===== src/ceres_param.sv =====
// Shared types for the memory and writeback stages; assumes XLEN of 32 with four byte lanes
package ceres_param;

  //////////////////////////////////////////////////////////////////////
  // Widths
  //////////////////////////////////////////////////////////////////////

  // Integer datapath width
  localparam int XLEN = 32;
  // Byte lanes in one memory word
  localparam int BYTE_LANES = XLEN / 8;

  //////////////////////////////////////////////////////////////////////
  // Enumerations
  //////////////////////////////////////////////////////////////////////

  // Load and store access size
  typedef enum logic [1:0] {
    BYTE = 2'b00,
    HALF = 2'b01,
    WORD = 2'b10
  } rw_size_e;

  // Writeback source, bit 1 picks PC+4 and bit 0 picks load data
  typedef enum logic [1:0] {
    WB_ALU = 2'b00,
    WB_MEM = 2'b01,
    WB_PC4 = 2'b10
  } wb_sel_e;

  // Stall cause, level type, NO_STALL lets the pipe advance
  typedef enum logic [2:0] {
    NO_STALL     = 3'd0,
    IMISS_STALL  = 3'd1,
    DMISS_STALL  = 3'd2,
    ALU_STALL    = 3'd3,
    FENCEI_STALL = 3'd4
  } stall_e;

  //////////////////////////////////////////////////////////////////////
  // Data types
  //////////////////////////////////////////////////////////////////////

  // One memory word, seen whole, as byte lanes or as halfword lanes
  typedef union packed {
    logic [XLEN-1:0]                word;
    logic [BYTE_LANES-1:0][7:0]     lane_b;
    logic [BYTE_LANES/2-1:0][15:0]  lane_h;
  } mem_word_u;

  // One executed instruction on its way to memory and writeback
  typedef struct packed {
    logic            valid;
    logic [4:0]      rd_addr;
    logic            rf_we;
    wb_sel_e         wb_sel;
    logic            mem_re;
    logic            mem_we;
    rw_size_e        rw_size;
    logic            ld_unsigned;
    // ALU result, also the address of a load or store
    logic [XLEN-1:0] alu_result;
    logic [XLEN-1:0] store_data;
    logic [XLEN-1:0] pc_incr;
  } ex_mem_t;

endpackage


===== src/writeback.sv =====
// Writeback select and register write gate; combinational, the 2'b11 select value is unused
`timescale 1ns/10ps

module writeback (
  input  ceres_param::stall_e           stall_i,
  input  logic                          flush_i,
  input  ceres_param::wb_sel_e          data_sel_i,
  input  logic [ceres_param::XLEN-1:0]  pc_incr_i,
  input  logic [ceres_param::XLEN-1:0]  alu_result_i,
  input  logic [ceres_param::XLEN-1:0]  read_data_i,
  input  logic                          rf_rw_en_i,
  output logic                          rf_rw_en_o,
  output logic [ceres_param::XLEN-1:0]  wb_data_o
);
  import ceres_param::*;

  // Any stall cause or a flush cancels the write this cycle
  assign rf_rw_en_o = rf_rw_en_i && !flush_i &&
                      !(stall_i inside {IMISS_STALL, DMISS_STALL, ALU_STALL, FENCEI_STALL});

  // Result mux
  always_comb begin
    case (data_sel_i)
      WB_MEM:  wb_data_o = read_data_i;
      // Link value for JAL and JALR
      WB_PC4:  wb_data_o = pc_incr_i;
      default: wb_data_o = alu_result_i;
    endcase
  end

endmodule


===== config.mk =====
export PLATFORM = sky130hd
export DESIGN_NAME = writeback
export DESIGN_NICKNAME = d
export VERILOG_FILES = /design/src/ceres_param.sv /design/src/writeback.sv
export SDC_FILE = /design/constraint.sdc
export NUM_CORES = 1
export LEC_CHECK = 0
export BUFFER_PORTS_ARGS = -buffer_cell sky130_fd_sc_hd__buf_2
export CORE_MARGIN = 2
export CORE_UTILIZATION = 28
export DETAILED_ROUTE_END_ITERATION = 6
export PLACE_DENSITY = 0.95
export RECOVER_POWER = 100
export SLEW_MARGIN = 20
export SYNTH_ARGS = -nofsm -noshare
export SYNTH_HDL_FRONTEND = slang
export SYNTH_SLANG_ARGS = --single-unit

===== constraint.sdc =====
create_clock -name vclk -period 1.5
set_input_delay 0.15 -clock vclk [all_inputs]
set_output_delay 0.15 -clock vclk [all_outputs]
set_load 0.05 [all_outputs]

# After elaboration in Yosys (flattened, before gate mapping)
# Index checks and enable logic that the tools add are counted.
totals:
  ff_bits: 0
  wordCells: 12
  inputBits: 103
classes:
  n_eq_ne: 6
  n_mux: 1
  reduce_logical: 5
op_table:
  columns: ["op", "count"]
  rows:
  - ["$pmux W32 S2", 1]
  - ["$eq A3 B2 Y1 const B", 2]
  - ["$reduce_bool A4 Y1", 1]
  - ["$eq A3 B1 Y1 const B", 1]
  - ["$eq A3 B3 Y1 const B", 1]
  - ["$eq A2 B1 Y1 const B", 1]
  - ["$eq A2 B2 Y1 const B", 1]
  - ["$logic_and A1 B1 Y1", 2]
  - ["$logic_not A1 Y1", 2]

# Logic depth before layout (Yosys ltp)
logic_depth:
  depth_word: 4
  ltp_mapped: 6
  mapped_depth_nobuf: 4

# Worst setup path after synthesis
# OpenSTA, ideal clock, no wires.
synth_path:
  path_type: "input -> output"
  startpoint: "input data_sel_i[0]"
  endpoint: "output wb_data_o[20] (netlist bit)"
  setup_slack_ps: -352
  arrival_time_ps: 1702
  cell_stages: 4
  path_cell_list: "inv_1 ha_1 buf_2 o21ai_0"
synth_via:
  elab_chain_cells: 2
  elab_cells_between_ends: 3
synth_lines:
  columns: ["element", "line_no", "rtl"]
  rows:
  - ["from (decl)", "writeback.sv:7", "input ceres_param::wb_sel_e data_sel_i,"]
  - ["$eq A2 B2 Y1 or $eq A2 B1 Y1 (tied branches)", "writeback.sv:23", "case (data_sel_i)"]
  - ["$pmux W32 S2 *", "writeback.sv:23", null]
  - ["to (decl)", "writeback.sv:13", "output logic [ceres_param::XLEN-1:0] wb_data_o"]
# Every way passes the cells marked *; elsewhere a longest branch is shown, timed or not.

# Worst setup path after layout
layout_path:
  startpoint: "input data_sel_i[0]"
  endpoint: "output wb_data_o[31] (netlist bit)"
# The elaborated chain is that of the path after synthesis.

==> flow_metrics.py <==
metrics = {
    "timing": {
        "fin_ws_ns": 0.05911,
        "slew_violations": 0,
        "hold_viol": 0,
        "timing.fmax_ghz": 0.6940,
        "fin_crit_sh_pct": 96.06,
        "setup_viol": 0,
        "fin_crit_ns": 1.441,
        "rsz0062_at_grt": "no",
        "worstMarginPinSlew_ns": 0.2905,
        "holdWs_ns": 0.6916,
        "max_slew_margin_pct": 80.71,
    },
    "worst_setup_path": {
        "cpMaxStageDelayCell": "ha_2",
        "endpoint_kind": "output pin",
        "path_class": "in2out",
        "start_kind": "input port",
        "critPathMaxFanout": 35,
        "critPathMaxStageDelay_ns": 0.37,
        "crit_chain": "buf_2 -> inv_1 -> ha_2 -> buf_12 -> nand2_1 -> o21ai_2 -> clkbuf_2",
        "cp.arrival_ns": 1.29,
        "crit_required_ns": 1.35,
    },
    "pwr": {
        "vdd_drop_max_mv": 0.3944,
        "finalPower_w": 0.0008844,
        "pwr_density_cell_mw_per_mm2": 587.6,
        "p_leak_nw": 0.8368,
    },
    "finish": {
        "stdcell_area_mm2": 0.001505,
        "layout-drive-gt1-share_pct": 69.11,
        "syn_to_final_growth_pct": 128.3,
        "design.seq.count": 0,
        "seq_area_um2": 0,
        "layout.nets": 353,
        "multi_input_area_um2": 671.9,
        "clkbuf_count": 0,
        "n_antenna_cell": 0,
        "fillCellCount": 202,
    },
    "global_routing": {
        "grt_pass1_vias": 1229,
        "grt_pass1_wl_um": 4795,
        "grt_max_degree": 36,
        "antenna_found_initial": 0,
        "grt.overflow.total": 0,
        "grt.total_usage_pct": 21.78,
    },
    "min_path": {
        "worstHoldEndpoint": "wb_data_o[27]",
        "min_path_cells": 4,
        "min_path_type": "in2out",
        "min_from": "alu_result_i[27]",
    },
    "floorplanning": {
        "core.rowCount": 17,
        "start_util_pct": 29.81,
        "io_pins": 136,
        "die_y_um": 52.53,
        "die_x_um": 52.53,
        "coreArea_mm2": 0.002212,
        "die-area_mm2": 0.002759,
    },
    "placement": {
        "globalplace.congestion": 0.7004,
        "port_buffers": 136,
        "dp_slack_ns": 0.05877,
        "dpl_cell_area_mm2": 0.001494,
        "hpwl_um": 2784,
    },
    "drt": {
        "avgRoutedWirePerCell_um": 11.99,
        "drc": 0,
        "drtAntennaViolNets": 0,
        "drt_iter0_drc": 29,
        "viasPerCell": 5.117,
        "num_vias": 1402,
        "finalWirelength_um": 3286,
        "drtPass1Iterations": 4,
    },
    "logic_synthesis": {
        "synth_area_um2": 659.4,
        "synth_seq_area_share_pct": 0,
        "synth_top_area_share_pct": 36.43,
        "syn_avg_cell_area_um2": 5.636,
        "synth_warnings": 0,
        "synth.lib_cells_used.distinct": 11,
        "synth.top_cells.by_area": "a22oi_1 (36%), o21ai_1 (23%), nand2_1 (18%)",
        "yosys-top-cells-count": "a22oi_1 (32), nand2_1 (32), o21ai_1 (30)",
        "synthCells": 117,
        "syn_nets": 222,
        "synth_top_area_cell": "a22oi_1",
    },
    "job": {
        "max_cap_violations": 0,
    },
    "run_status": {
        "outcome": "finished, final reports clean",
    },
    "clocking": {
        "postCtsSetupBuffers": 0,
    },
}
## final cells by class
type	instances	share of cell area, %
timing repair buffer	142	52.54
inverter	2	0.4988
multi-input combinational	102	44.64
tap	28	2.328
## per-stage QoR
stage / setup TNS [ns] / instances / utilization (%)
2_1_floorplan: -0.7666 / 117 / -
3_3_place_gp: 0 / 274 / 67.53
3_5_place_dp: 0 / 274 / 67.53
4_1_cts: 0 / 274 / 67.53
5_1_grt: 0 / 274 / 68.04
6_report: 0 / 274 / 68.04
## worst max-delay path, delay by kind of cell
kind	cells	cell delay (ns)
fa+ha+maj	1	0.37
simple gates	1	0.09
compound gates	1	0.06
buf+inv	4	0.62
## how the worst max path moves through the flow
| stage | start | end | depth (start not counted) |
|---|---|---|---|
| final | data_sel_i[0] | wb_data_o[31] | 7 |
| after global routing | data_sel_i[0] | wb_data_o[23] | 7 |
| after CTS | data_sel_i[0] | wb_data_o[28] | 7 |
| after detailed placement | data_sel_i[0] | wb_data_o[28] | 7 |
| after global placement | data_sel_i[0] | wb_data_o[5] | 7 |
| after floorplan | data_sel_i[0] | wb_data_o[20] | 4 |
## where the power goes
part           switching, W  internal [W]  total [W]  leakage (nW)
sequential                0             0          0             0
clock                     0             0          0             0
combinational      0.000594      0.000290   0.000884         0.837
total              0.000594      0.000290   0.000884         0.837
## cells in the final DEF, fill, tap and decap left out
| cell | synthesis | layout |
|---|---|---|
| clkbuf_2 | 0 | 14 |
| buf_12 | 0 | 4 |
| ha_2 | 0 | 1 |
| o21ai_0 | 3 | 4 |
| o21ai_2 | 0 | 27 |
| nand2_1 | 32 | 32 |
| a22oi_1 | 32 | 32 |
| or3_1 | 1 | 1 |
| o21ai_1 | 30 | 2 |
| buf_4 | 0 | 2 |
| clkbuf_4 | 0 | 6 |
| buf_2 | 10 | 116 |
| nand2b_1 | 1 | 1 |
| inv_1 | 2 | 2 |
| a21oi_1 | 1 | 1 |
| ha_1 | 2 | 1 |
## routing by layer
layer  vias to the layer above  GRT usage (%)  routed length, um
met4                         0          4.701                 48
met2                        82          44.79               1715
met1                       609          22.28               1165
met3                         6          3.429                357
met5                         -              0                  0
li1                        705              -                  -
## logic make-up after synthesis
kind of cell,Yosys count,synth area share (%)
AO/OA/AOI/OAI,66,62.24
buffers and inverters,15,13.85
AND/OR/NAND/NOR,34,20.12
adder cells (fa/ha/maj),2,3.794
## what timing repair did
action,in CTS,in global routing
setup endpoints to repair,0,6
gates resized for setup,0,6
hold buffers,0,0
Power figures use the tool's default switching activity.
