### src/ceres_param.sv
// Shared types for the memory and writeback stages; assumes XLEN of 32 with four byte lanes
package ceres_param;

  //////////////////////////////////////////////////////////////////////
  // Widths
  //////////////////////////////////////////////////////////////////////

  // Integer datapath width
  localparam int XLEN = 32;
  // Byte lanes in one memory word
  localparam int BYTE_LANES = XLEN / 8;

  //////////////////////////////////////////////////////////////////////
  // Enumerations
  //////////////////////////////////////////////////////////////////////

  // Load and store access size
  typedef enum logic [1:0] {
    BYTE = 2'b00,
    HALF = 2'b01,
    WORD = 2'b10
  } rw_size_e;

  // Writeback source, bit 1 picks PC+4 and bit 0 picks load data
  typedef enum logic [1:0] {
    WB_ALU = 2'b00,
    WB_MEM = 2'b01,
    WB_PC4 = 2'b10
  } wb_sel_e;

  // Stall cause, level type, NO_STALL lets the pipe advance
  typedef enum logic [2:0] {
    NO_STALL     = 3'd0,
    IMISS_STALL  = 3'd1,
    DMISS_STALL  = 3'd2,
    ALU_STALL    = 3'd3,
    FENCEI_STALL = 3'd4
  } stall_e;

  //////////////////////////////////////////////////////////////////////
  // Data types
  //////////////////////////////////////////////////////////////////////

  // One memory word, seen whole, as byte lanes or as halfword lanes
  typedef union packed {
    logic [XLEN-1:0]                word;
    logic [BYTE_LANES-1:0][7:0]     lane_b;
    logic [BYTE_LANES/2-1:0][15:0]  lane_h;
  } mem_word_u;

  // One executed instruction on its way to memory and writeback
  typedef struct packed {
    logic            valid;
    logic [4:0]      rd_addr;
    logic            rf_we;
    wb_sel_e         wb_sel;
    logic            mem_re;
    logic            mem_we;
    rw_size_e        rw_size;
    logic            ld_unsigned;
    // ALU result, also the address of a load or store
    logic [XLEN-1:0] alu_result;
    logic [XLEN-1:0] store_data;
    logic [XLEN-1:0] pc_incr;
  } ex_mem_t;

endpackage

### src/reg_file.sv
// 32 x XLEN register file, one write and two combinational reads; no write-to-read bypass
`timescale 1ns/10ps

module reg_file (
  input  logic                          clk_i,
  input  logic                          arst_n_i,
  input  logic                          we_i,
  input  logic [4:0]                    waddr_i,
  input  logic [ceres_param::XLEN-1:0]  wdata_i,
  input  logic [4:0]                    raddr_a_i,
  input  logic [4:0]                    raddr_b_i,
  output logic [ceres_param::XLEN-1:0]  rdata_a_o,
  output logic [ceres_param::XLEN-1:0]  rdata_b_o
);
  import ceres_param::*;

  // Architectural registers x0 to x31
  logic [XLEN-1:0] regs_q [32];

  //////////////////////////////////////////////////////////////////////
  // Write port
  //////////////////////////////////////////////////////////////////////

  // x0 is never written so it stays at its reset value of zero
  always_ff @(posedge clk_i or negedge arst_n_i) begin
    if (!arst_n_i) begin
      for (int i = 0; i < 32; i++) begin
        regs_q[i] <= '0;
      end
    end else if (we_i && (waddr_i != 5'd0)) begin
      regs_q[waddr_i] <= wdata_i;
    end
  end

  //////////////////////////////////////////////////////////////////////
  // Read ports
  //////////////////////////////////////////////////////////////////////

  // Plain array reads, new value shows right after the write edge
  assign rdata_a_o = regs_q[raddr_a_i];
  assign rdata_b_o = regs_q[raddr_b_i];

endmodule

### config.mk
export PLATFORM = sky130hd
export DESIGN_NAME = reg_file
export DESIGN_NICKNAME = d
export VERILOG_FILES = /design/src/ceres_param.sv /design/src/reg_file.sv
export SDC_FILE = /design/constraint.sdc
export NUM_CORES = 2
export LEC_CHECK = 0
export ABC_AREA = 1
export ABC_CLOCK_PERIOD_IN_PS = 2450
export BUFFER_PORTS_ARGS = -buffer_cell sky130_fd_sc_hd__buf_2
export CORE_UTILIZATION = 38
export DETAILED_ROUTE_END_ITERATION = 8
export HOLD_SLACK_MARGIN = 0.05
export PLACE_DENSITY = 0.53
export SLEW_MARGIN = 30
export SYNTH_ARGS = -nofsm -noshare
export SYNTH_HDL_FRONTEND = slang
export SYNTH_SLANG_ARGS = --single-unit
### constraint.sdc
create_clock -name clk_i -period 2.45 [get_ports clk_i]
set_input_delay 0.49 -clock clk_i [delete_from_list [all_inputs] [get_ports clk_i]]
set_output_delay 0.49 -clock clk_i [all_outputs]
set_load 0.05 [all_outputs]
### Word level (Yosys, flattened, before mapping)

Index checks and enable logic that the tools add are counted.
W data, S select, Z words.

* register bits: 1024
* input port bits: 50
* output and inout port bits: 64
* word-level logic and storage cells: 51

* order comparisons: 4
* mux-type cells: 9
* bitwise gates (word level): 3
* reductions and logical operators: 3

Operators by type and width (count)
* $bwmux W1024: 1
* $bmux W32 S5: 2
* $demux W32 S5: 1
* $mux W32: 5
* $ge A6 B6 Y1 const B: 3
* $not A5 Y6: 3
* $lt A6 B1 Y1 const B: 1
* $reduce_bool A5 Y1: 1
* $logic_and A1 B1 Y1: 2

### Logic depth before layout (Yosys ltp)

* depth after elaboration: 6
* gate-level depth with buffers: 12
* depth with buffers taken out: 9

### Worst setup path before layout

Ideal clock, no wire load.

* path type: input to output
* start: input raddr_b_i[0]
* end: output rdata_b_o[12] (netlist bit)
* arrival: 2034 ps
* data required time: 1960 ps
* slack: -74 ps
* stages on the path: 12
* path buffers: 3
* cell sequence: buf_2 inv_2 clkbuf_1 clkbuf_1 nand2_1 nand3_1 nand3_1 nand2_1 nand2_1 nand2_1 nand2_1 nand2_1

* longest elaborated chain between the ends: 4

Ends and longest elaborated chain
* start: declaration: RTL line reg_file.sv:11 `input logic [4:0] raddr_b_i,`
* $not A5 Y6 (not written as such): RTL line reg_file.sv:41 `assign rdata_b_o = regs_q[raddr_b_i];`
* $bmux W32 S5: RTL line reg_file.sv:41
* $mux W32 (not written as such) (2 in a row): RTL line reg_file.sv:41
* end: declaration: RTL line reg_file.sv:13 `output logic [ceres_param::XLEN-1:0] rdata_b_o`

Every way passes these cells. The select of a mux whose other input is x is not followed.

### Worst setup path in the final report

* start: input raddr_a_i[0]
* end: output rdata_a_o[28] (netlist bit)

* longest elaborated chain between the ends: 4

Ends and longest elaborated chain
* start: declaration: RTL line reg_file.sv:10 `input logic [4:0] raddr_a_i,`
* $not A5 Y6 (not written as such): RTL line reg_file.sv:40 `assign rdata_a_o = regs_q[raddr_a_i];`
* $bmux W32 S5: RTL line reg_file.sv:40
* $mux W32 (not written as such) (2 in a row): RTL line reg_file.sv:40
* end: declaration: RTL line reg_file.sv:12 `output logic [ceres_param::XLEN-1:0] rdata_a_o,`

Every way passes these cells. The select of a mux whose other input is x is not followed.

==> results.sh <==
export IMPL_power_switching_share=0.3314
export IMPL_final_max_slew_violation_count=0
export IMPL_violated_checks="negative setup slack"
export IMPL_wire_length_of_the_first_global_routing_pass_um=375500
export IMPL_floorplan_die_width_um=386.3
export IMPL_finalWeightedCongestion=0.8982
export IMPL_dr_first_iter_drc_count=7902
export IMPL_antenna_cells=0
export IMPL_top_regs="regs_q: 1024 flops"
export IMPL_cellPowerDensity_nw_per_um2=757.0
export IMPL_drt_total_wl_um=261100
export IMPL_dp_final_hpwl_um=154900
export IMPL_holdCritPathClass="in2reg"
export IMPL_clk_root_buffer_cell="clkbuf_16"
export IMPL_report_final_setup_viol=61
export IMPL_fin_skew_ps=0
export IMPL_final_core_utilization=0.5083
export IMPL_area_delta_synth_final_pct=32.33
export IMPL_row_count=140
export IMPL_combPwrFrac=0.252
export IMPL_timing_final_crit_share=1.054
export IMPL_h_tree_depth=3
export IMPL_largest_reg_flops=1024
export IMPL_syn_area_um2=56110
export IMPL_startpoint_type="primary input"
export IMPL_timing_worst_slew_pin_value_ps=898.2
export IMPL_grt_pass1_vias=55350
export IMPL_synth_yosys_warnings=0
export IMPL_clk_pwr_share=0.342
export IMPL_clk_pin_slew_ps=60
export IMPL_globalRouteOverflowTotal=0
export IMPL_syn_area_per_cell_um2=6.785
export IMPL_yosysSeqAreaShare=0.4567
export IMPL_netSwitchingPower_uw=18630
export IMPL_route_detailed_drc=0
export IMPL_worstPathCellList="buf_16 > clkinv_16 > buf_12 > buf_16 > buf_12 > nand2_1 > nand3_1 > nand3_2 > nand2_1 > nand2_1 > nand2_2 > nand2_2 > nand2_2 > buf_12 > buf_12"
export IMPL_period_minus_slack_ps=2582
export IMPL_avgRoutedWirePerCell_um=24.73
export IMPL_cts_sinks=1024
export IMPL_total_leakage_power_uw=0.03556
export IMPL_place_port_buffers=113
export IMPL_critical_path_arrival_ps=2090
export IMPL_cts_max_path_buffers=3
export IMPL_detailed_place_area_um2=64080
export IMPL_r2r_cells=4
export IMPL_fmax_mhz=387.3
export IMPL_largest_register="regs_q"
export IMPL_setup_worst_path_end_class="primary output"
export IMPL_worst_case_headroom_to_the_max_slew_limit=0.3966
export IMPL_post_route_worst_setup_slack_ps=-131.7
export IMPL_worst_ir_drop_vdd_uv=599.0
export IMPL_ys_types=18
export IMPL_number_of_antenna_violations_at_the_first_check_in_global_routing=6
export IMPL_grtUsageTotal=0.3395
export IMPL_syn_instance_count=8270
export IMPL_pin_count_of_the_biggest_net_entering_global_routing=96
export IMPL_crit_fanout=8
export IMPL_crit_buf_inv=7
export IMPL_run_status="finished, violations left"
export IMPL_crit_family="buffers and inverters"
export IMPL_finish_instance_area_um2=74250
export IMPL_num_nets_final=8592
export IMPL_hold_violations=0
export IMPL_place_worst_setup_slack_ps=-232.7
export IMPL_final_power_uw=56210
export IMPL_avgViaCountPerCell=5.780
export IMPL_crit_path_max_incr_delay_ps=150
export IMPL_firstDrtPassIters=8
export IMPL_synth_ff_latch_count=1024
export IMPL_cpMaxStageDelayCell="buf_12"
export IMPL_leading_cell_type_in_the_layout_fill_and_taps_excluded="nand2_1"
export IMPL_drt_antenna_violating_nets=0
export IMPL_fp_dieH_um=386.3
export IMPL_crit_path_cell_count=15
export IMPL_layout_cells_most_common_list="3,375 x nand2_1, 1,321 x nand3_1, 1,022 x dfrtp_1, 807 x o21ai_0, 434 x buf_4"
export IMPL_nFillCells=14170
export IMPL_cp_common_cell="buf_12"
export IMPL_syn_nets=8320
export IMPL_timing_hold_worst_path_depth=4
export IMPL_clock_latency_of_the_later_clocked_register_in_the_worst_skew_pair_ps=750
export IMPL_cts_buffers=121
export IMPL_seq_power_share=0.407
export IMPL_worstSetupPathType="in2out"
export IMPL_internal_power_uw=37580
export IMPL_drive_gt1_frac=0.1975
export IMPL_cp_required_ps=1960
export IMPL_initial_utilization=0.3841
export IMPL_grt_setup_unrepaired="true"
export IMPL_num_io_pins=114
export IMPL_die_area_um2=149200
export IMPL_core_area_um2=146100
export IMPL_routed_via_count=61030
export IMPL_timing_max_cap_violations=0
export IMPL_cts_tree="built"
## cell usage after synthesis
master	n	area [µm²]
nand2_2	8	50.05
inv_1	41	153.9
o21ai_1	25	125.1
buf_1	66	247.7
inv_2	10	37.54
o21ai_0	807	4039
nand2_1	3731	14000
nand3_1	1536	7687
nor3_1	3	15.01
nor3_2	8	80.08
nor4_4	1	21.27
a21oi_1	160	800.8
buf_2	18	90.09
clkbuf_1	666	2500
nor2_1	161	604.3
nor2_2	4	25.02
clkinv_1	1	3.750
dfrtp_1	1024	25620
## logic make-up (layout without fill, tap and decap cells)
logic type | count (synthesis) | in the layout | share of synthesized area
buffers and inverters | 802 | 1174 | 0.05405
AND/OR/NAND/NOR | 5452 | 5452 | 0.4008
flip-flops | 1024 | 1024 | 0.4567
AO/OA/AOI/OAI | 992 | 992 | 0.08848
## worst reg2reg max path, stage by stage (launching register included)
cell,delay (ps)
dfrtp_1,410
buf_6,130
buf_4,120
nor2_1,100
a21oi_1,50
## power by group through the flow
stage / clock network, µW / logic (µW) / registers, µW
2_1_floorplan: 0 / 7470 / 22200
3_3_place_gp: 0 / 11600 / 22900
3_5_place_dp: 0 / 11800 / 23000
4_1_cts: 19400 / 12900 / 22700
5_1_grt: 20100 / 15600 / 23200
6_report: 19200 / 14100 / 22900
## per-layer routing
layer	track usage	wire [µm]	share of wire
met5	0	0	0
met4	0.1142	9342	0.036
met3	0.05811	27450	0.11
met2	0.5050	111900	0.43
met1	0.4960	112400	0.43
## area by class of cell
class	count	area [µm²]	area share
multi-input cells	6444	30010	0.4042
flip-flops and latches	1024	25630	0.3451
repair buffers	898	11740	0.1581
clock buffers	181	3626	0.04883
well taps	1917	2399	0.03230
clock inverters	42	563.0	0.007583
inverters	52	277.8	0.003741
repair inverters	1	8.758	0.0001180
## path summary, 6_finish.rpt
check	from	end	slack (ps)
max in group asynchronous	arst_n_i	regs_q[493]	1150
hold / removal	wdata_i[3]	regs_q[259]	240
setup / recovery	raddr_a_i[0]	rdata_a_o[28]	-130
setup reg to reg	regs_q[57]	regs_q[57]	1510
min in group asynchronous	arst_n_i	regs_q[1002]	320
hold reg to reg	regs_q[994]	regs_q[994]	400
## timing repair
action,in CTS,in global routing
gates cloned,22,32
hold endpoints to repair,9,0
endpoints found under the setup margin,64,64
gates resized for setup,282,502
hold buffers,1,0
setup buffers,107,107
pin swaps,298,383
## stage by stage
stage                     cells  hold WS (ps)  TNS [ps]
after global routing      10560         269.2     -7568
final                     10560         240.7     -3650
after floorplan            8270         194.4         0
after CTS                 10430         212.2     -3859
after global placement    10080         385.8     -7572
after detailed placement  10080         388.1     -7874
No activity file was read; power rests on OpenSTA's default activity.
