`config.mk`:
```
export PLATFORM = sky130hd
export DESIGN_NAME = mem_stage
export DESIGN_NICKNAME = d
export VERILOG_FILES = /design/src/ceres_param.sv /design/src/load_align.sv /design/src/mem_stage.sv
export SDC_FILE = /design/constraint.sdc
export NUM_CORES = 1
export LEC_CHECK = 0
export BUFFER_PORTS_ARGS = -buffer_cell sky130_fd_sc_hd__buf_2
export CAP_MARGIN = 20
export CORE_AREA = 3 3 130 132
export DETAILED_ROUTE_END_ITERATION = 8
export DIE_AREA = 0 0 133 135
export MAX_ROUTING_LAYER = met4
export PLACE_DENSITY = 0.72
export SYNTH_ARGS = -nofsm -noshare
export SYNTH_HDL_FRONTEND = slang
export SYNTH_SLANG_ARGS = --single-unit
```
`constraint.sdc`:
```
create_clock -name clk_i -period 2.2 [get_ports clk_i]
set_clock_uncertainty 0.2 [all_clocks]
set_input_delay 0.44 -clock clk_i [delete_from_list [all_inputs] [get_ports clk_i]]
set_output_delay 0.44 -clock clk_i [all_outputs]
set_load 0.05 [all_outputs]
```
`src/ceres_param.sv`:
```
// Shared types for the memory and writeback stages; assumes XLEN of 32 with four byte lanes
package ceres_param;

  //////////////////////////////////////////////////////////////////////
  // Widths
  //////////////////////////////////////////////////////////////////////

  // Integer datapath width
  localparam int XLEN = 32;
  // Byte lanes in one memory word
  localparam int BYTE_LANES = XLEN / 8;

  //////////////////////////////////////////////////////////////////////
  // Enumerations
  //////////////////////////////////////////////////////////////////////

  // Load and store access size
  typedef enum logic [1:0] {
    BYTE = 2'b00,
    HALF = 2'b01,
    WORD = 2'b10
  } rw_size_e;

  // Writeback source, bit 1 picks PC+4 and bit 0 picks load data
  typedef enum logic [1:0] {
    WB_ALU = 2'b00,
    WB_MEM = 2'b01,
    WB_PC4 = 2'b10
  } wb_sel_e;

  // Stall cause, level type, NO_STALL lets the pipe advance
  typedef enum logic [2:0] {
    NO_STALL     = 3'd0,
    IMISS_STALL  = 3'd1,
    DMISS_STALL  = 3'd2,
    ALU_STALL    = 3'd3,
    FENCEI_STALL = 3'd4
  } stall_e;

  //////////////////////////////////////////////////////////////////////
  // Data types
  //////////////////////////////////////////////////////////////////////

  // One memory word, seen whole, as byte lanes or as halfword lanes
  typedef union packed {
    logic [XLEN-1:0]                word;
    logic [BYTE_LANES-1:0][7:0]     lane_b;
    logic [BYTE_LANES/2-1:0][15:0]  lane_h;
  } mem_word_u;

  // One executed instruction on its way to memory and writeback
  typedef struct packed {
    logic            valid;
    logic [4:0]      rd_addr;
    logic            rf_we;
    wb_sel_e         wb_sel;
    logic            mem_re;
    logic            mem_we;
    rw_size_e        rw_size;
    logic            ld_unsigned;
    // ALU result, also the address of a load or store
    logic [XLEN-1:0] alu_result;
    logic [XLEN-1:0] store_data;
    logic [XLEN-1:0] pc_incr;
  } ex_mem_t;

endpackage

```
`src/load_align.sv`:
```
// Combinational load aligner; assumes naturally aligned byte and half accesses in a 32-bit word
`timescale 1ns/10ps

module load_align (
  input  ceres_param::mem_word_u        word_i,
  input  logic [1:0]                    byte_off_i,
  input  ceres_param::rw_size_e         rw_size_i,
  input  logic                          unsigned_i,
  output logic [ceres_param::XLEN-1:0]  data_o
);
  import ceres_param::*;

  // Addressed byte and half, picked through the union lane views
  logic [7:0]  sel_byte;
  logic [15:0] sel_half;
  // Sign bits, forced low for unsigned loads
  logic        byte_sign;
  logic        half_sign;

  // Byte lane by the full offset
  assign sel_byte = word_i.lane_b[byte_off_i];
  // Half lane by offset bit 1 only
  assign sel_half = word_i.lane_h[byte_off_i[1]];

  assign byte_sign = sel_byte[7] & ~unsigned_i;
  assign half_sign = sel_half[15] & ~unsigned_i;

  //////////////////////////////////////////////////////////////////////
  // Extension by size
  //////////////////////////////////////////////////////////////////////

  always_comb begin
    case (rw_size_i)
      BYTE: begin
        // LB and LBU
        data_o = {{(XLEN-8){byte_sign}}, sel_byte};
      end
      HALF: begin
        // LH and LHU
        data_o = {{(XLEN-16){half_sign}}, sel_half};
      end
      default: begin
        // LW passes the word as is
        data_o = word_i.word;
      end
    endcase
  end

endmodule

```
`src/mem_stage.sv`:
```
// EX/MEM register with data memory request; needs upstream to hold ex_i during a stall, misaligned access unsupported
`timescale 1ns/10ps

module mem_stage #(
  parameter int DMEM_DEPTH = 256
) (
  input  logic                                clk_i,
  input  logic                                arst_n_i,
  input  ceres_param::ex_mem_t                ex_i,
  input  ceres_param::stall_e                 stall_i,
  output logic [$clog2(DMEM_DEPTH)-1:0]       mem_addr_o,
  output logic                                mem_re_o,
  output logic                                mem_we_o,
  output logic [ceres_param::BYTE_LANES-1:0]  mem_be_o,
  output ceres_param::mem_word_u              mem_wdata_o,
  input  ceres_param::mem_word_u              mem_rdata_i,
  output ceres_param::ex_mem_t                mem_o,
  output logic [ceres_param::XLEN-1:0]        load_data_o
);
  import ceres_param::*;

  localparam int ADDR_W = $clog2(DMEM_DEPTH);

  // Instruction held for the memory cycle
  ex_mem_t    ex_q;
  // High when the pipe advances at the next edge
  logic       advance;
  // Byte offset of the incoming access
  logic [1:0] st_off;

  assign advance = (stall_i == NO_STALL);
  assign st_off  = ex_i.alu_result[1:0];

  //////////////////////////////////////////////////////////////////////
  // Memory request
  //////////////////////////////////////////////////////////////////////

  // Word index, upper address bits above the depth are dropped
  assign mem_addr_o = ex_i.alu_result[ADDR_W+1:2];

  // No new access while stalled
  assign mem_re_o = ex_i.valid & ex_i.mem_re & advance;
  assign mem_we_o = ex_i.valid & ex_i.mem_we & advance;

  // Byte enables and store data copied to every lane
  always_comb begin
    case (ex_i.rw_size)
      BYTE: begin
        mem_be_o         = 4'b0001 << st_off;
        mem_wdata_o.word = {BYTE_LANES{ex_i.store_data[7:0]}};
      end
      HALF: begin
        // Half lanes start at offset 0 or 2
        mem_be_o         = 4'b0011 << {st_off[1], 1'b0};
        mem_wdata_o.word = {(BYTE_LANES/2){ex_i.store_data[15:0]}};
      end
      default: begin
        mem_be_o         = '1;
        mem_wdata_o.word = ex_i.store_data;
      end
    endcase
  end

  //////////////////////////////////////////////////////////////////////
  // Stage register
  //////////////////////////////////////////////////////////////////////

  // Cleared to an invalid bubble, holds under any stall cause
  always_ff @(posedge clk_i or negedge arst_n_i) begin
    if (!arst_n_i) begin
      ex_q <= '0;
    end else if (advance) begin
      ex_q <= ex_i;
    end
  end

  assign mem_o = ex_q;

  // Load data from the registered RAM word
  load_align u_load_align (
    .word_i     (mem_rdata_i),
    .byte_off_i (ex_q.alu_result[1:0]),
    .rw_size_i  (ex_q.rw_size),
    .unsigned_i (ex_q.ld_unsigned),
    .data_o     (load_data_o)
  );

endmodule

```
### Word level (Yosys, flattened, before mapping)

Cells that the tools add are included.

* output and inout port bits: 188
* logic and storage cells: 34
* register bits after elaboration: 110

* reduce and logical (&&, ||, !) cells: 3
* order comparisons: 2
* shift-type cells: 2
* mux-type cells: 7
* equal/unequal tests: 2
* bitwise logic cells: 7

Operator list (count)
* $pmux W32 S2: 2
* $mux W16: 2
* $bmux W8 S2: 1
* $mux W8: 1
* $pmux W4 S2: 1
* $and A1 B1 Y1: 6
* $eq A2 B1 Y1 const B: 2
* $logic_not A2 Y1: 2
* $shl A1 B2 Y4 const A: 1
* $shl A2 B2 Y4 const A: 1
* $logic_not A3 Y1: 1
* $lt A2 B3 Y1 const B: 1
* $lt A1 B2 Y1 const B: 1
* $not A1 Y1: 1

### Longest topological paths before layout

* depth after elaboration: 4
* depth in mapped cells: 5

### Cells and area by module

Synthesis repeated with hierarchy kept, for this count alone.

* cell total of the unflattened synthesis: 396
* area, all modules: 5353.9 µm²

By module, submodules not included
* mem_stage: sequential area each 2752.6 µm², times used 1, area an instance 4644.5 µm², cells each 303
* load_align: sequential area each 0.0 µm², times used 1, area an instance 709.4 µm², cells each 93

### Worst setup path after synthesis

OpenSTA, ideal clock, no wires.

* kind: register -> output
* start point: register ex_q, in the netlist mem_o[65]
* end point: output port load_data_o[16] (netlist bit)
* arrival: 2355 ps
* cell stages (with the launch flop): 6
* required time: 1560 ps
* slack: -795 ps
* path buffers: 2
* cell sequence: dfrtp_1 buf_6 mux2_2 mux2i_4 buf_2 o21ai_0

* longest elaborated chain between the ends: 4
* elaborated cells on any way between the ends: 7
* classes of those cells: mux (5); bitwise (2)

Ends and longest elaborated chain
* start: declaration: line mem_stage.sv:25 `ex_mem_t ex_q;`
* start signal: assignment: line mem_stage.sv:73 `ex_q <= ex_i;`
* $bmux W8 S2 or $mux W16 (tied branches): line load_align.sv:21, load_align.sv:23
* $mux W8 (not written as such) or $mux W16 (tied branches): line load_align.sv:21, load_align.sv:23
* $and A1 B1 Y1, on equally long branches: line load_align.sv:25, load_align.sv:26
* $pmux W32 S2 *: line load_align.sv:33 `case (rw_size_i)`
* end: declaration: line mem_stage.sv:18 `output logic [ceres_param::XLEN-1:0] load_data_o`

Mark *: on every way between the ends. The rest lies on a longest branch, timed or not. The select of a mux whose other input is x is not followed.

### Final worst setup path

* start point: register ex_q, in the netlist mem_o[65]
* end point: output port load_data_o[20] (netlist bit)

Same word-level chain as after synthesis.

==> run_results.csv <==
group,metric,value,unit
status,status,"finished with violations",
status,violations,"setup timing",
floorplan,start_util,0.336,
sta,min_period_over_period,1.19,
yosys,synthesis.area,0.00532,mm^2
floorplan,rows,46,
clock_network,cts_max_path_buffers,2,
global_route,met3_usage,0.0361,
placed_design,numPortBuffers,334,
critical_path,r2r_slack,1.00,ns
yosys,synth.area.top_cells,"dfrtp_1 (52%), mux2_2 (28%), buf_4 (3.4%)",
route,drc,0,
yosys,synth_cell_types,28,
critical_path,critPathMaxFanout,8,
yosys,synth_cells,401,
yosys,synth_area_leader_cell,"dfrtp_1",
final_layout,syn2layout_area_growth,53.4,%
floorplan,io_pins,335,
yosys,synth-seq-area-share,0.518,
job,max_cap_viol_count,0,
yosys,syn_avg_cell_area,13.3,um^2
final_layout,n_antenna_cell,0,
power,power.switching,0.00404,W
yosys,ys_warn_count,0,
clock_network,path_clk_slew,0.07,ns
power,p_per_area,1060,mW/mm^2
critical_path,required,1.56,ns
power,internal-power,0.00459,W
final_layout,nets,890,
critical_path,r2r-end,"mem_o[98]",
global_route,grt_pass1_wl,26100,um
global_route,globalRouteMet2Util,0.333,
critical_path,rr_worst_depth,2,
route,routed_wl,17300,um
power,pwr-share-seq,0.302,
global_route,track_usage,0.191,
route,drt-vias-per-instance,4.85,
final_layout,finalInstanceArea,0.00816,mm^2
power,clkPwrFrac,0.178,
route,drtPass1Iterations,4,
yosys,synth_commonest_cells,"mux2_2 (131), dfrtp_1 (110), nand2_1 (29)",
yosys,ys_ff_latch,110,
final_layout,nFillCells,1379,
placed_design,gp_congestion,0.946,
clock_network,numCtsBuffers,9,
critical_path,critical_path.startpoint_type,"register",
sta,max_freq,381,MHz
sta,finalWorstSetupSlack,-0.428,ns
yosys,async_reset_ff_frac,1.00,
placed_design,dp_hpwl,13000,um
global_route,grt_max_degree,56,
sta,max-slew-margin-rel,0.669,
sta,setup_viol_count_final,32,
final_layout,drive_gt1_frac,0.765,
sta,rsz0062_at_grt,"yes",
critical_path,critPathKind,"reg -> out",
yosys,synth-edff-count,0,
global_route,grt-ovfl-total,0,
power,ir_drop,0.633,mV
global_route,grt_pass1_vias,4908,
critical_path,end_kind,"primary output",
yosys,syn_nets,548,
placed_design,dpl_cell_area,0.00756,mm^2
route,drt_iter0_markers,208,
power,p_comb_frac,0.519,
clock_network,cts_tree,"yes",
global_route,grt-busiest-layer,"met2",
sta,slew_violations,0,
critical_path,regToRegStartpoint,"mem_o[98]",
global_route,antenna_found_initial,0,
final_layout,largest_reg_flops,110,
route,num_vias,4677,
floorplan,die_h,135,um
route,ant_nets,0,
min_path,holdPathStages,2,
min_path,hold_path.startpoint,"ex_i[20]",
sta,finalHoldViolCount,0,
min_path,min_to,"mem_o[20]",
route,wl_per_cell,18.0,um
floorplan,dieArea,0.0180,mm^2
clock_network,clock_sinks,110,
power,p_leak,3.99,nW
min_path,hp-class,"in -> reg",
placed_design,pre_cts_ws,-0.180,ns
global_route,use_met1,0.207,
yosys,synth.most_common_cell,"mux2_2",
power,switching_share,0.468,
power,power,0.00863,W
yosys,synth_top_area_frac,0.518,
clock_network,root_buffer,"clkbuf_16",
floorplan,die_width,133,um
floorplan,coreArea,0.0158,mm^2
sta,tightestPinTransition,0.496,ns
sta,min_period,2.63,ns
critical_path,worstPathArrival,1.99,ns
clock_network,worstSkewPairLatency,0.35,ns
yosys,ys.flop_type,"dfrtp_1",
clock_network,htree_levels,3,
==> per-stage QoR <==
| stage | TNS (ns) | hold slack, ns | utilization | instances |
|---|---|---|---|---|
| 4_1_cts | -11.27 | 0.0945 | 0.514 | 963 |
| 6_report | -11.30 | 0.115 | 0.515 | 964 |
| 3_5_place_dp | -3.45 | 0.207 | 0.478 | 941 |
| 5_1_grt | -12.85 | 0.104 | 0.515 | 964 |
| 3_3_place_gp | -3.02 | 0.208 | 0.478 | 941 |
| 2_1_floorplan | -5.04 | -0.0556 | - | 401 |
==> critical path, cell delays in order, from the launching register on <==
cell and delay (ns):
dfrtp_2 0.44, buf_6 0.15, mux2_4 0.32, mux2i_4 0.20
buf_6 0.15, buf_12 0.14, o21ai_4 0.06, buf_6 0.17
==> logic make-up after synthesis <==
kind of cell / after synthesis / synth area share
muxes: 144 / 0.307
DFF: 110 / 0.518
AOI/OAI and AO/OA: 55 / 0.0755
and+or+nand+nor: 46 / 0.0468
buffers and inverters: 46 / 0.0532
==> placed cells by master (no fill, tap or decap), drive strengths merged, types with 2 or more instances in the layout <==
cell type	Yosys	routed
buf	36	373
mux2	131	131
dfrtp	110	110
nand2	29	29
o21ai	25	25
a221o	13	13
mux2i	12	12
clkbuf	8	11
a22o	8	8
and4b	5	5
inv	2	4
o221a	3	3
nor2	3	3
a21o	3	3
clkinv	0	3
o21bai	2	2
and3	2	2
nor3b	2	2
nand2b	2	2
==> worst max path at each step <==
stage	startpoint	to	slack (ns)
CTS	mem_o[65]	load_data_o[9]	-0.41
global route	mem_o[65]	load_data_o[11]	-0.47
finish	mem_o[65]	load_data_o[20]	-0.43
floorplan	mem_o[65]	load_data_o[16]	-0.27
detailed placement	mem_rdata_i[31]	load_data_o[9]	-0.18
global placement	mem_rdata_i[31]	load_data_o[14]	-0.14
==> area by class of cell <==
type | instances | area [um^2] | share of cell area
sequential | 110 | 2760 | 0.338
multi-input combinational | 245 | 2550 | 0.312
timing repair buffer | 375 | 2300 | 0.282
tap | 216 | 270 | 0.0331
clock buffer | 10 | 229 | 0.0281
clock inverter | 6 | 46.3 | 0.00568
inverter | 2 | 7.51 | 0.000920
==> per-layer routing <==
metal,vias up,share of wire
li1,2128,-
met1,2259,0.38
met2,258,0.51
met3,32,0.070
met4,0,0.033
met5,-,0
==> power groups by stage <==
stage | Clock, W | Sequential [W] | Combinational [W]
CTS | 0.00161 | 0.00261 | 0.00446
global route | 0.00170 | 0.00266 | 0.00464
global placement | 0 | 0.00262 | 0.00414
floorplan | 0 | 0.00399 | 0.00177
detailed placement | 0 | 0.00264 | 0.00417
finish | 0.00154 | 0.00261 | 0.00448
==> timing repair <==
action,4_1_cts,5_1_grt
pin swaps,9,4
resized for setup,73,9
buffers inserted,4,2
endpoints found under the hold margin,28,0
setup endpoints to repair,38,32
hold buffers,1,0
gates cloned,1,0
(Power assumes the default switching activity.)
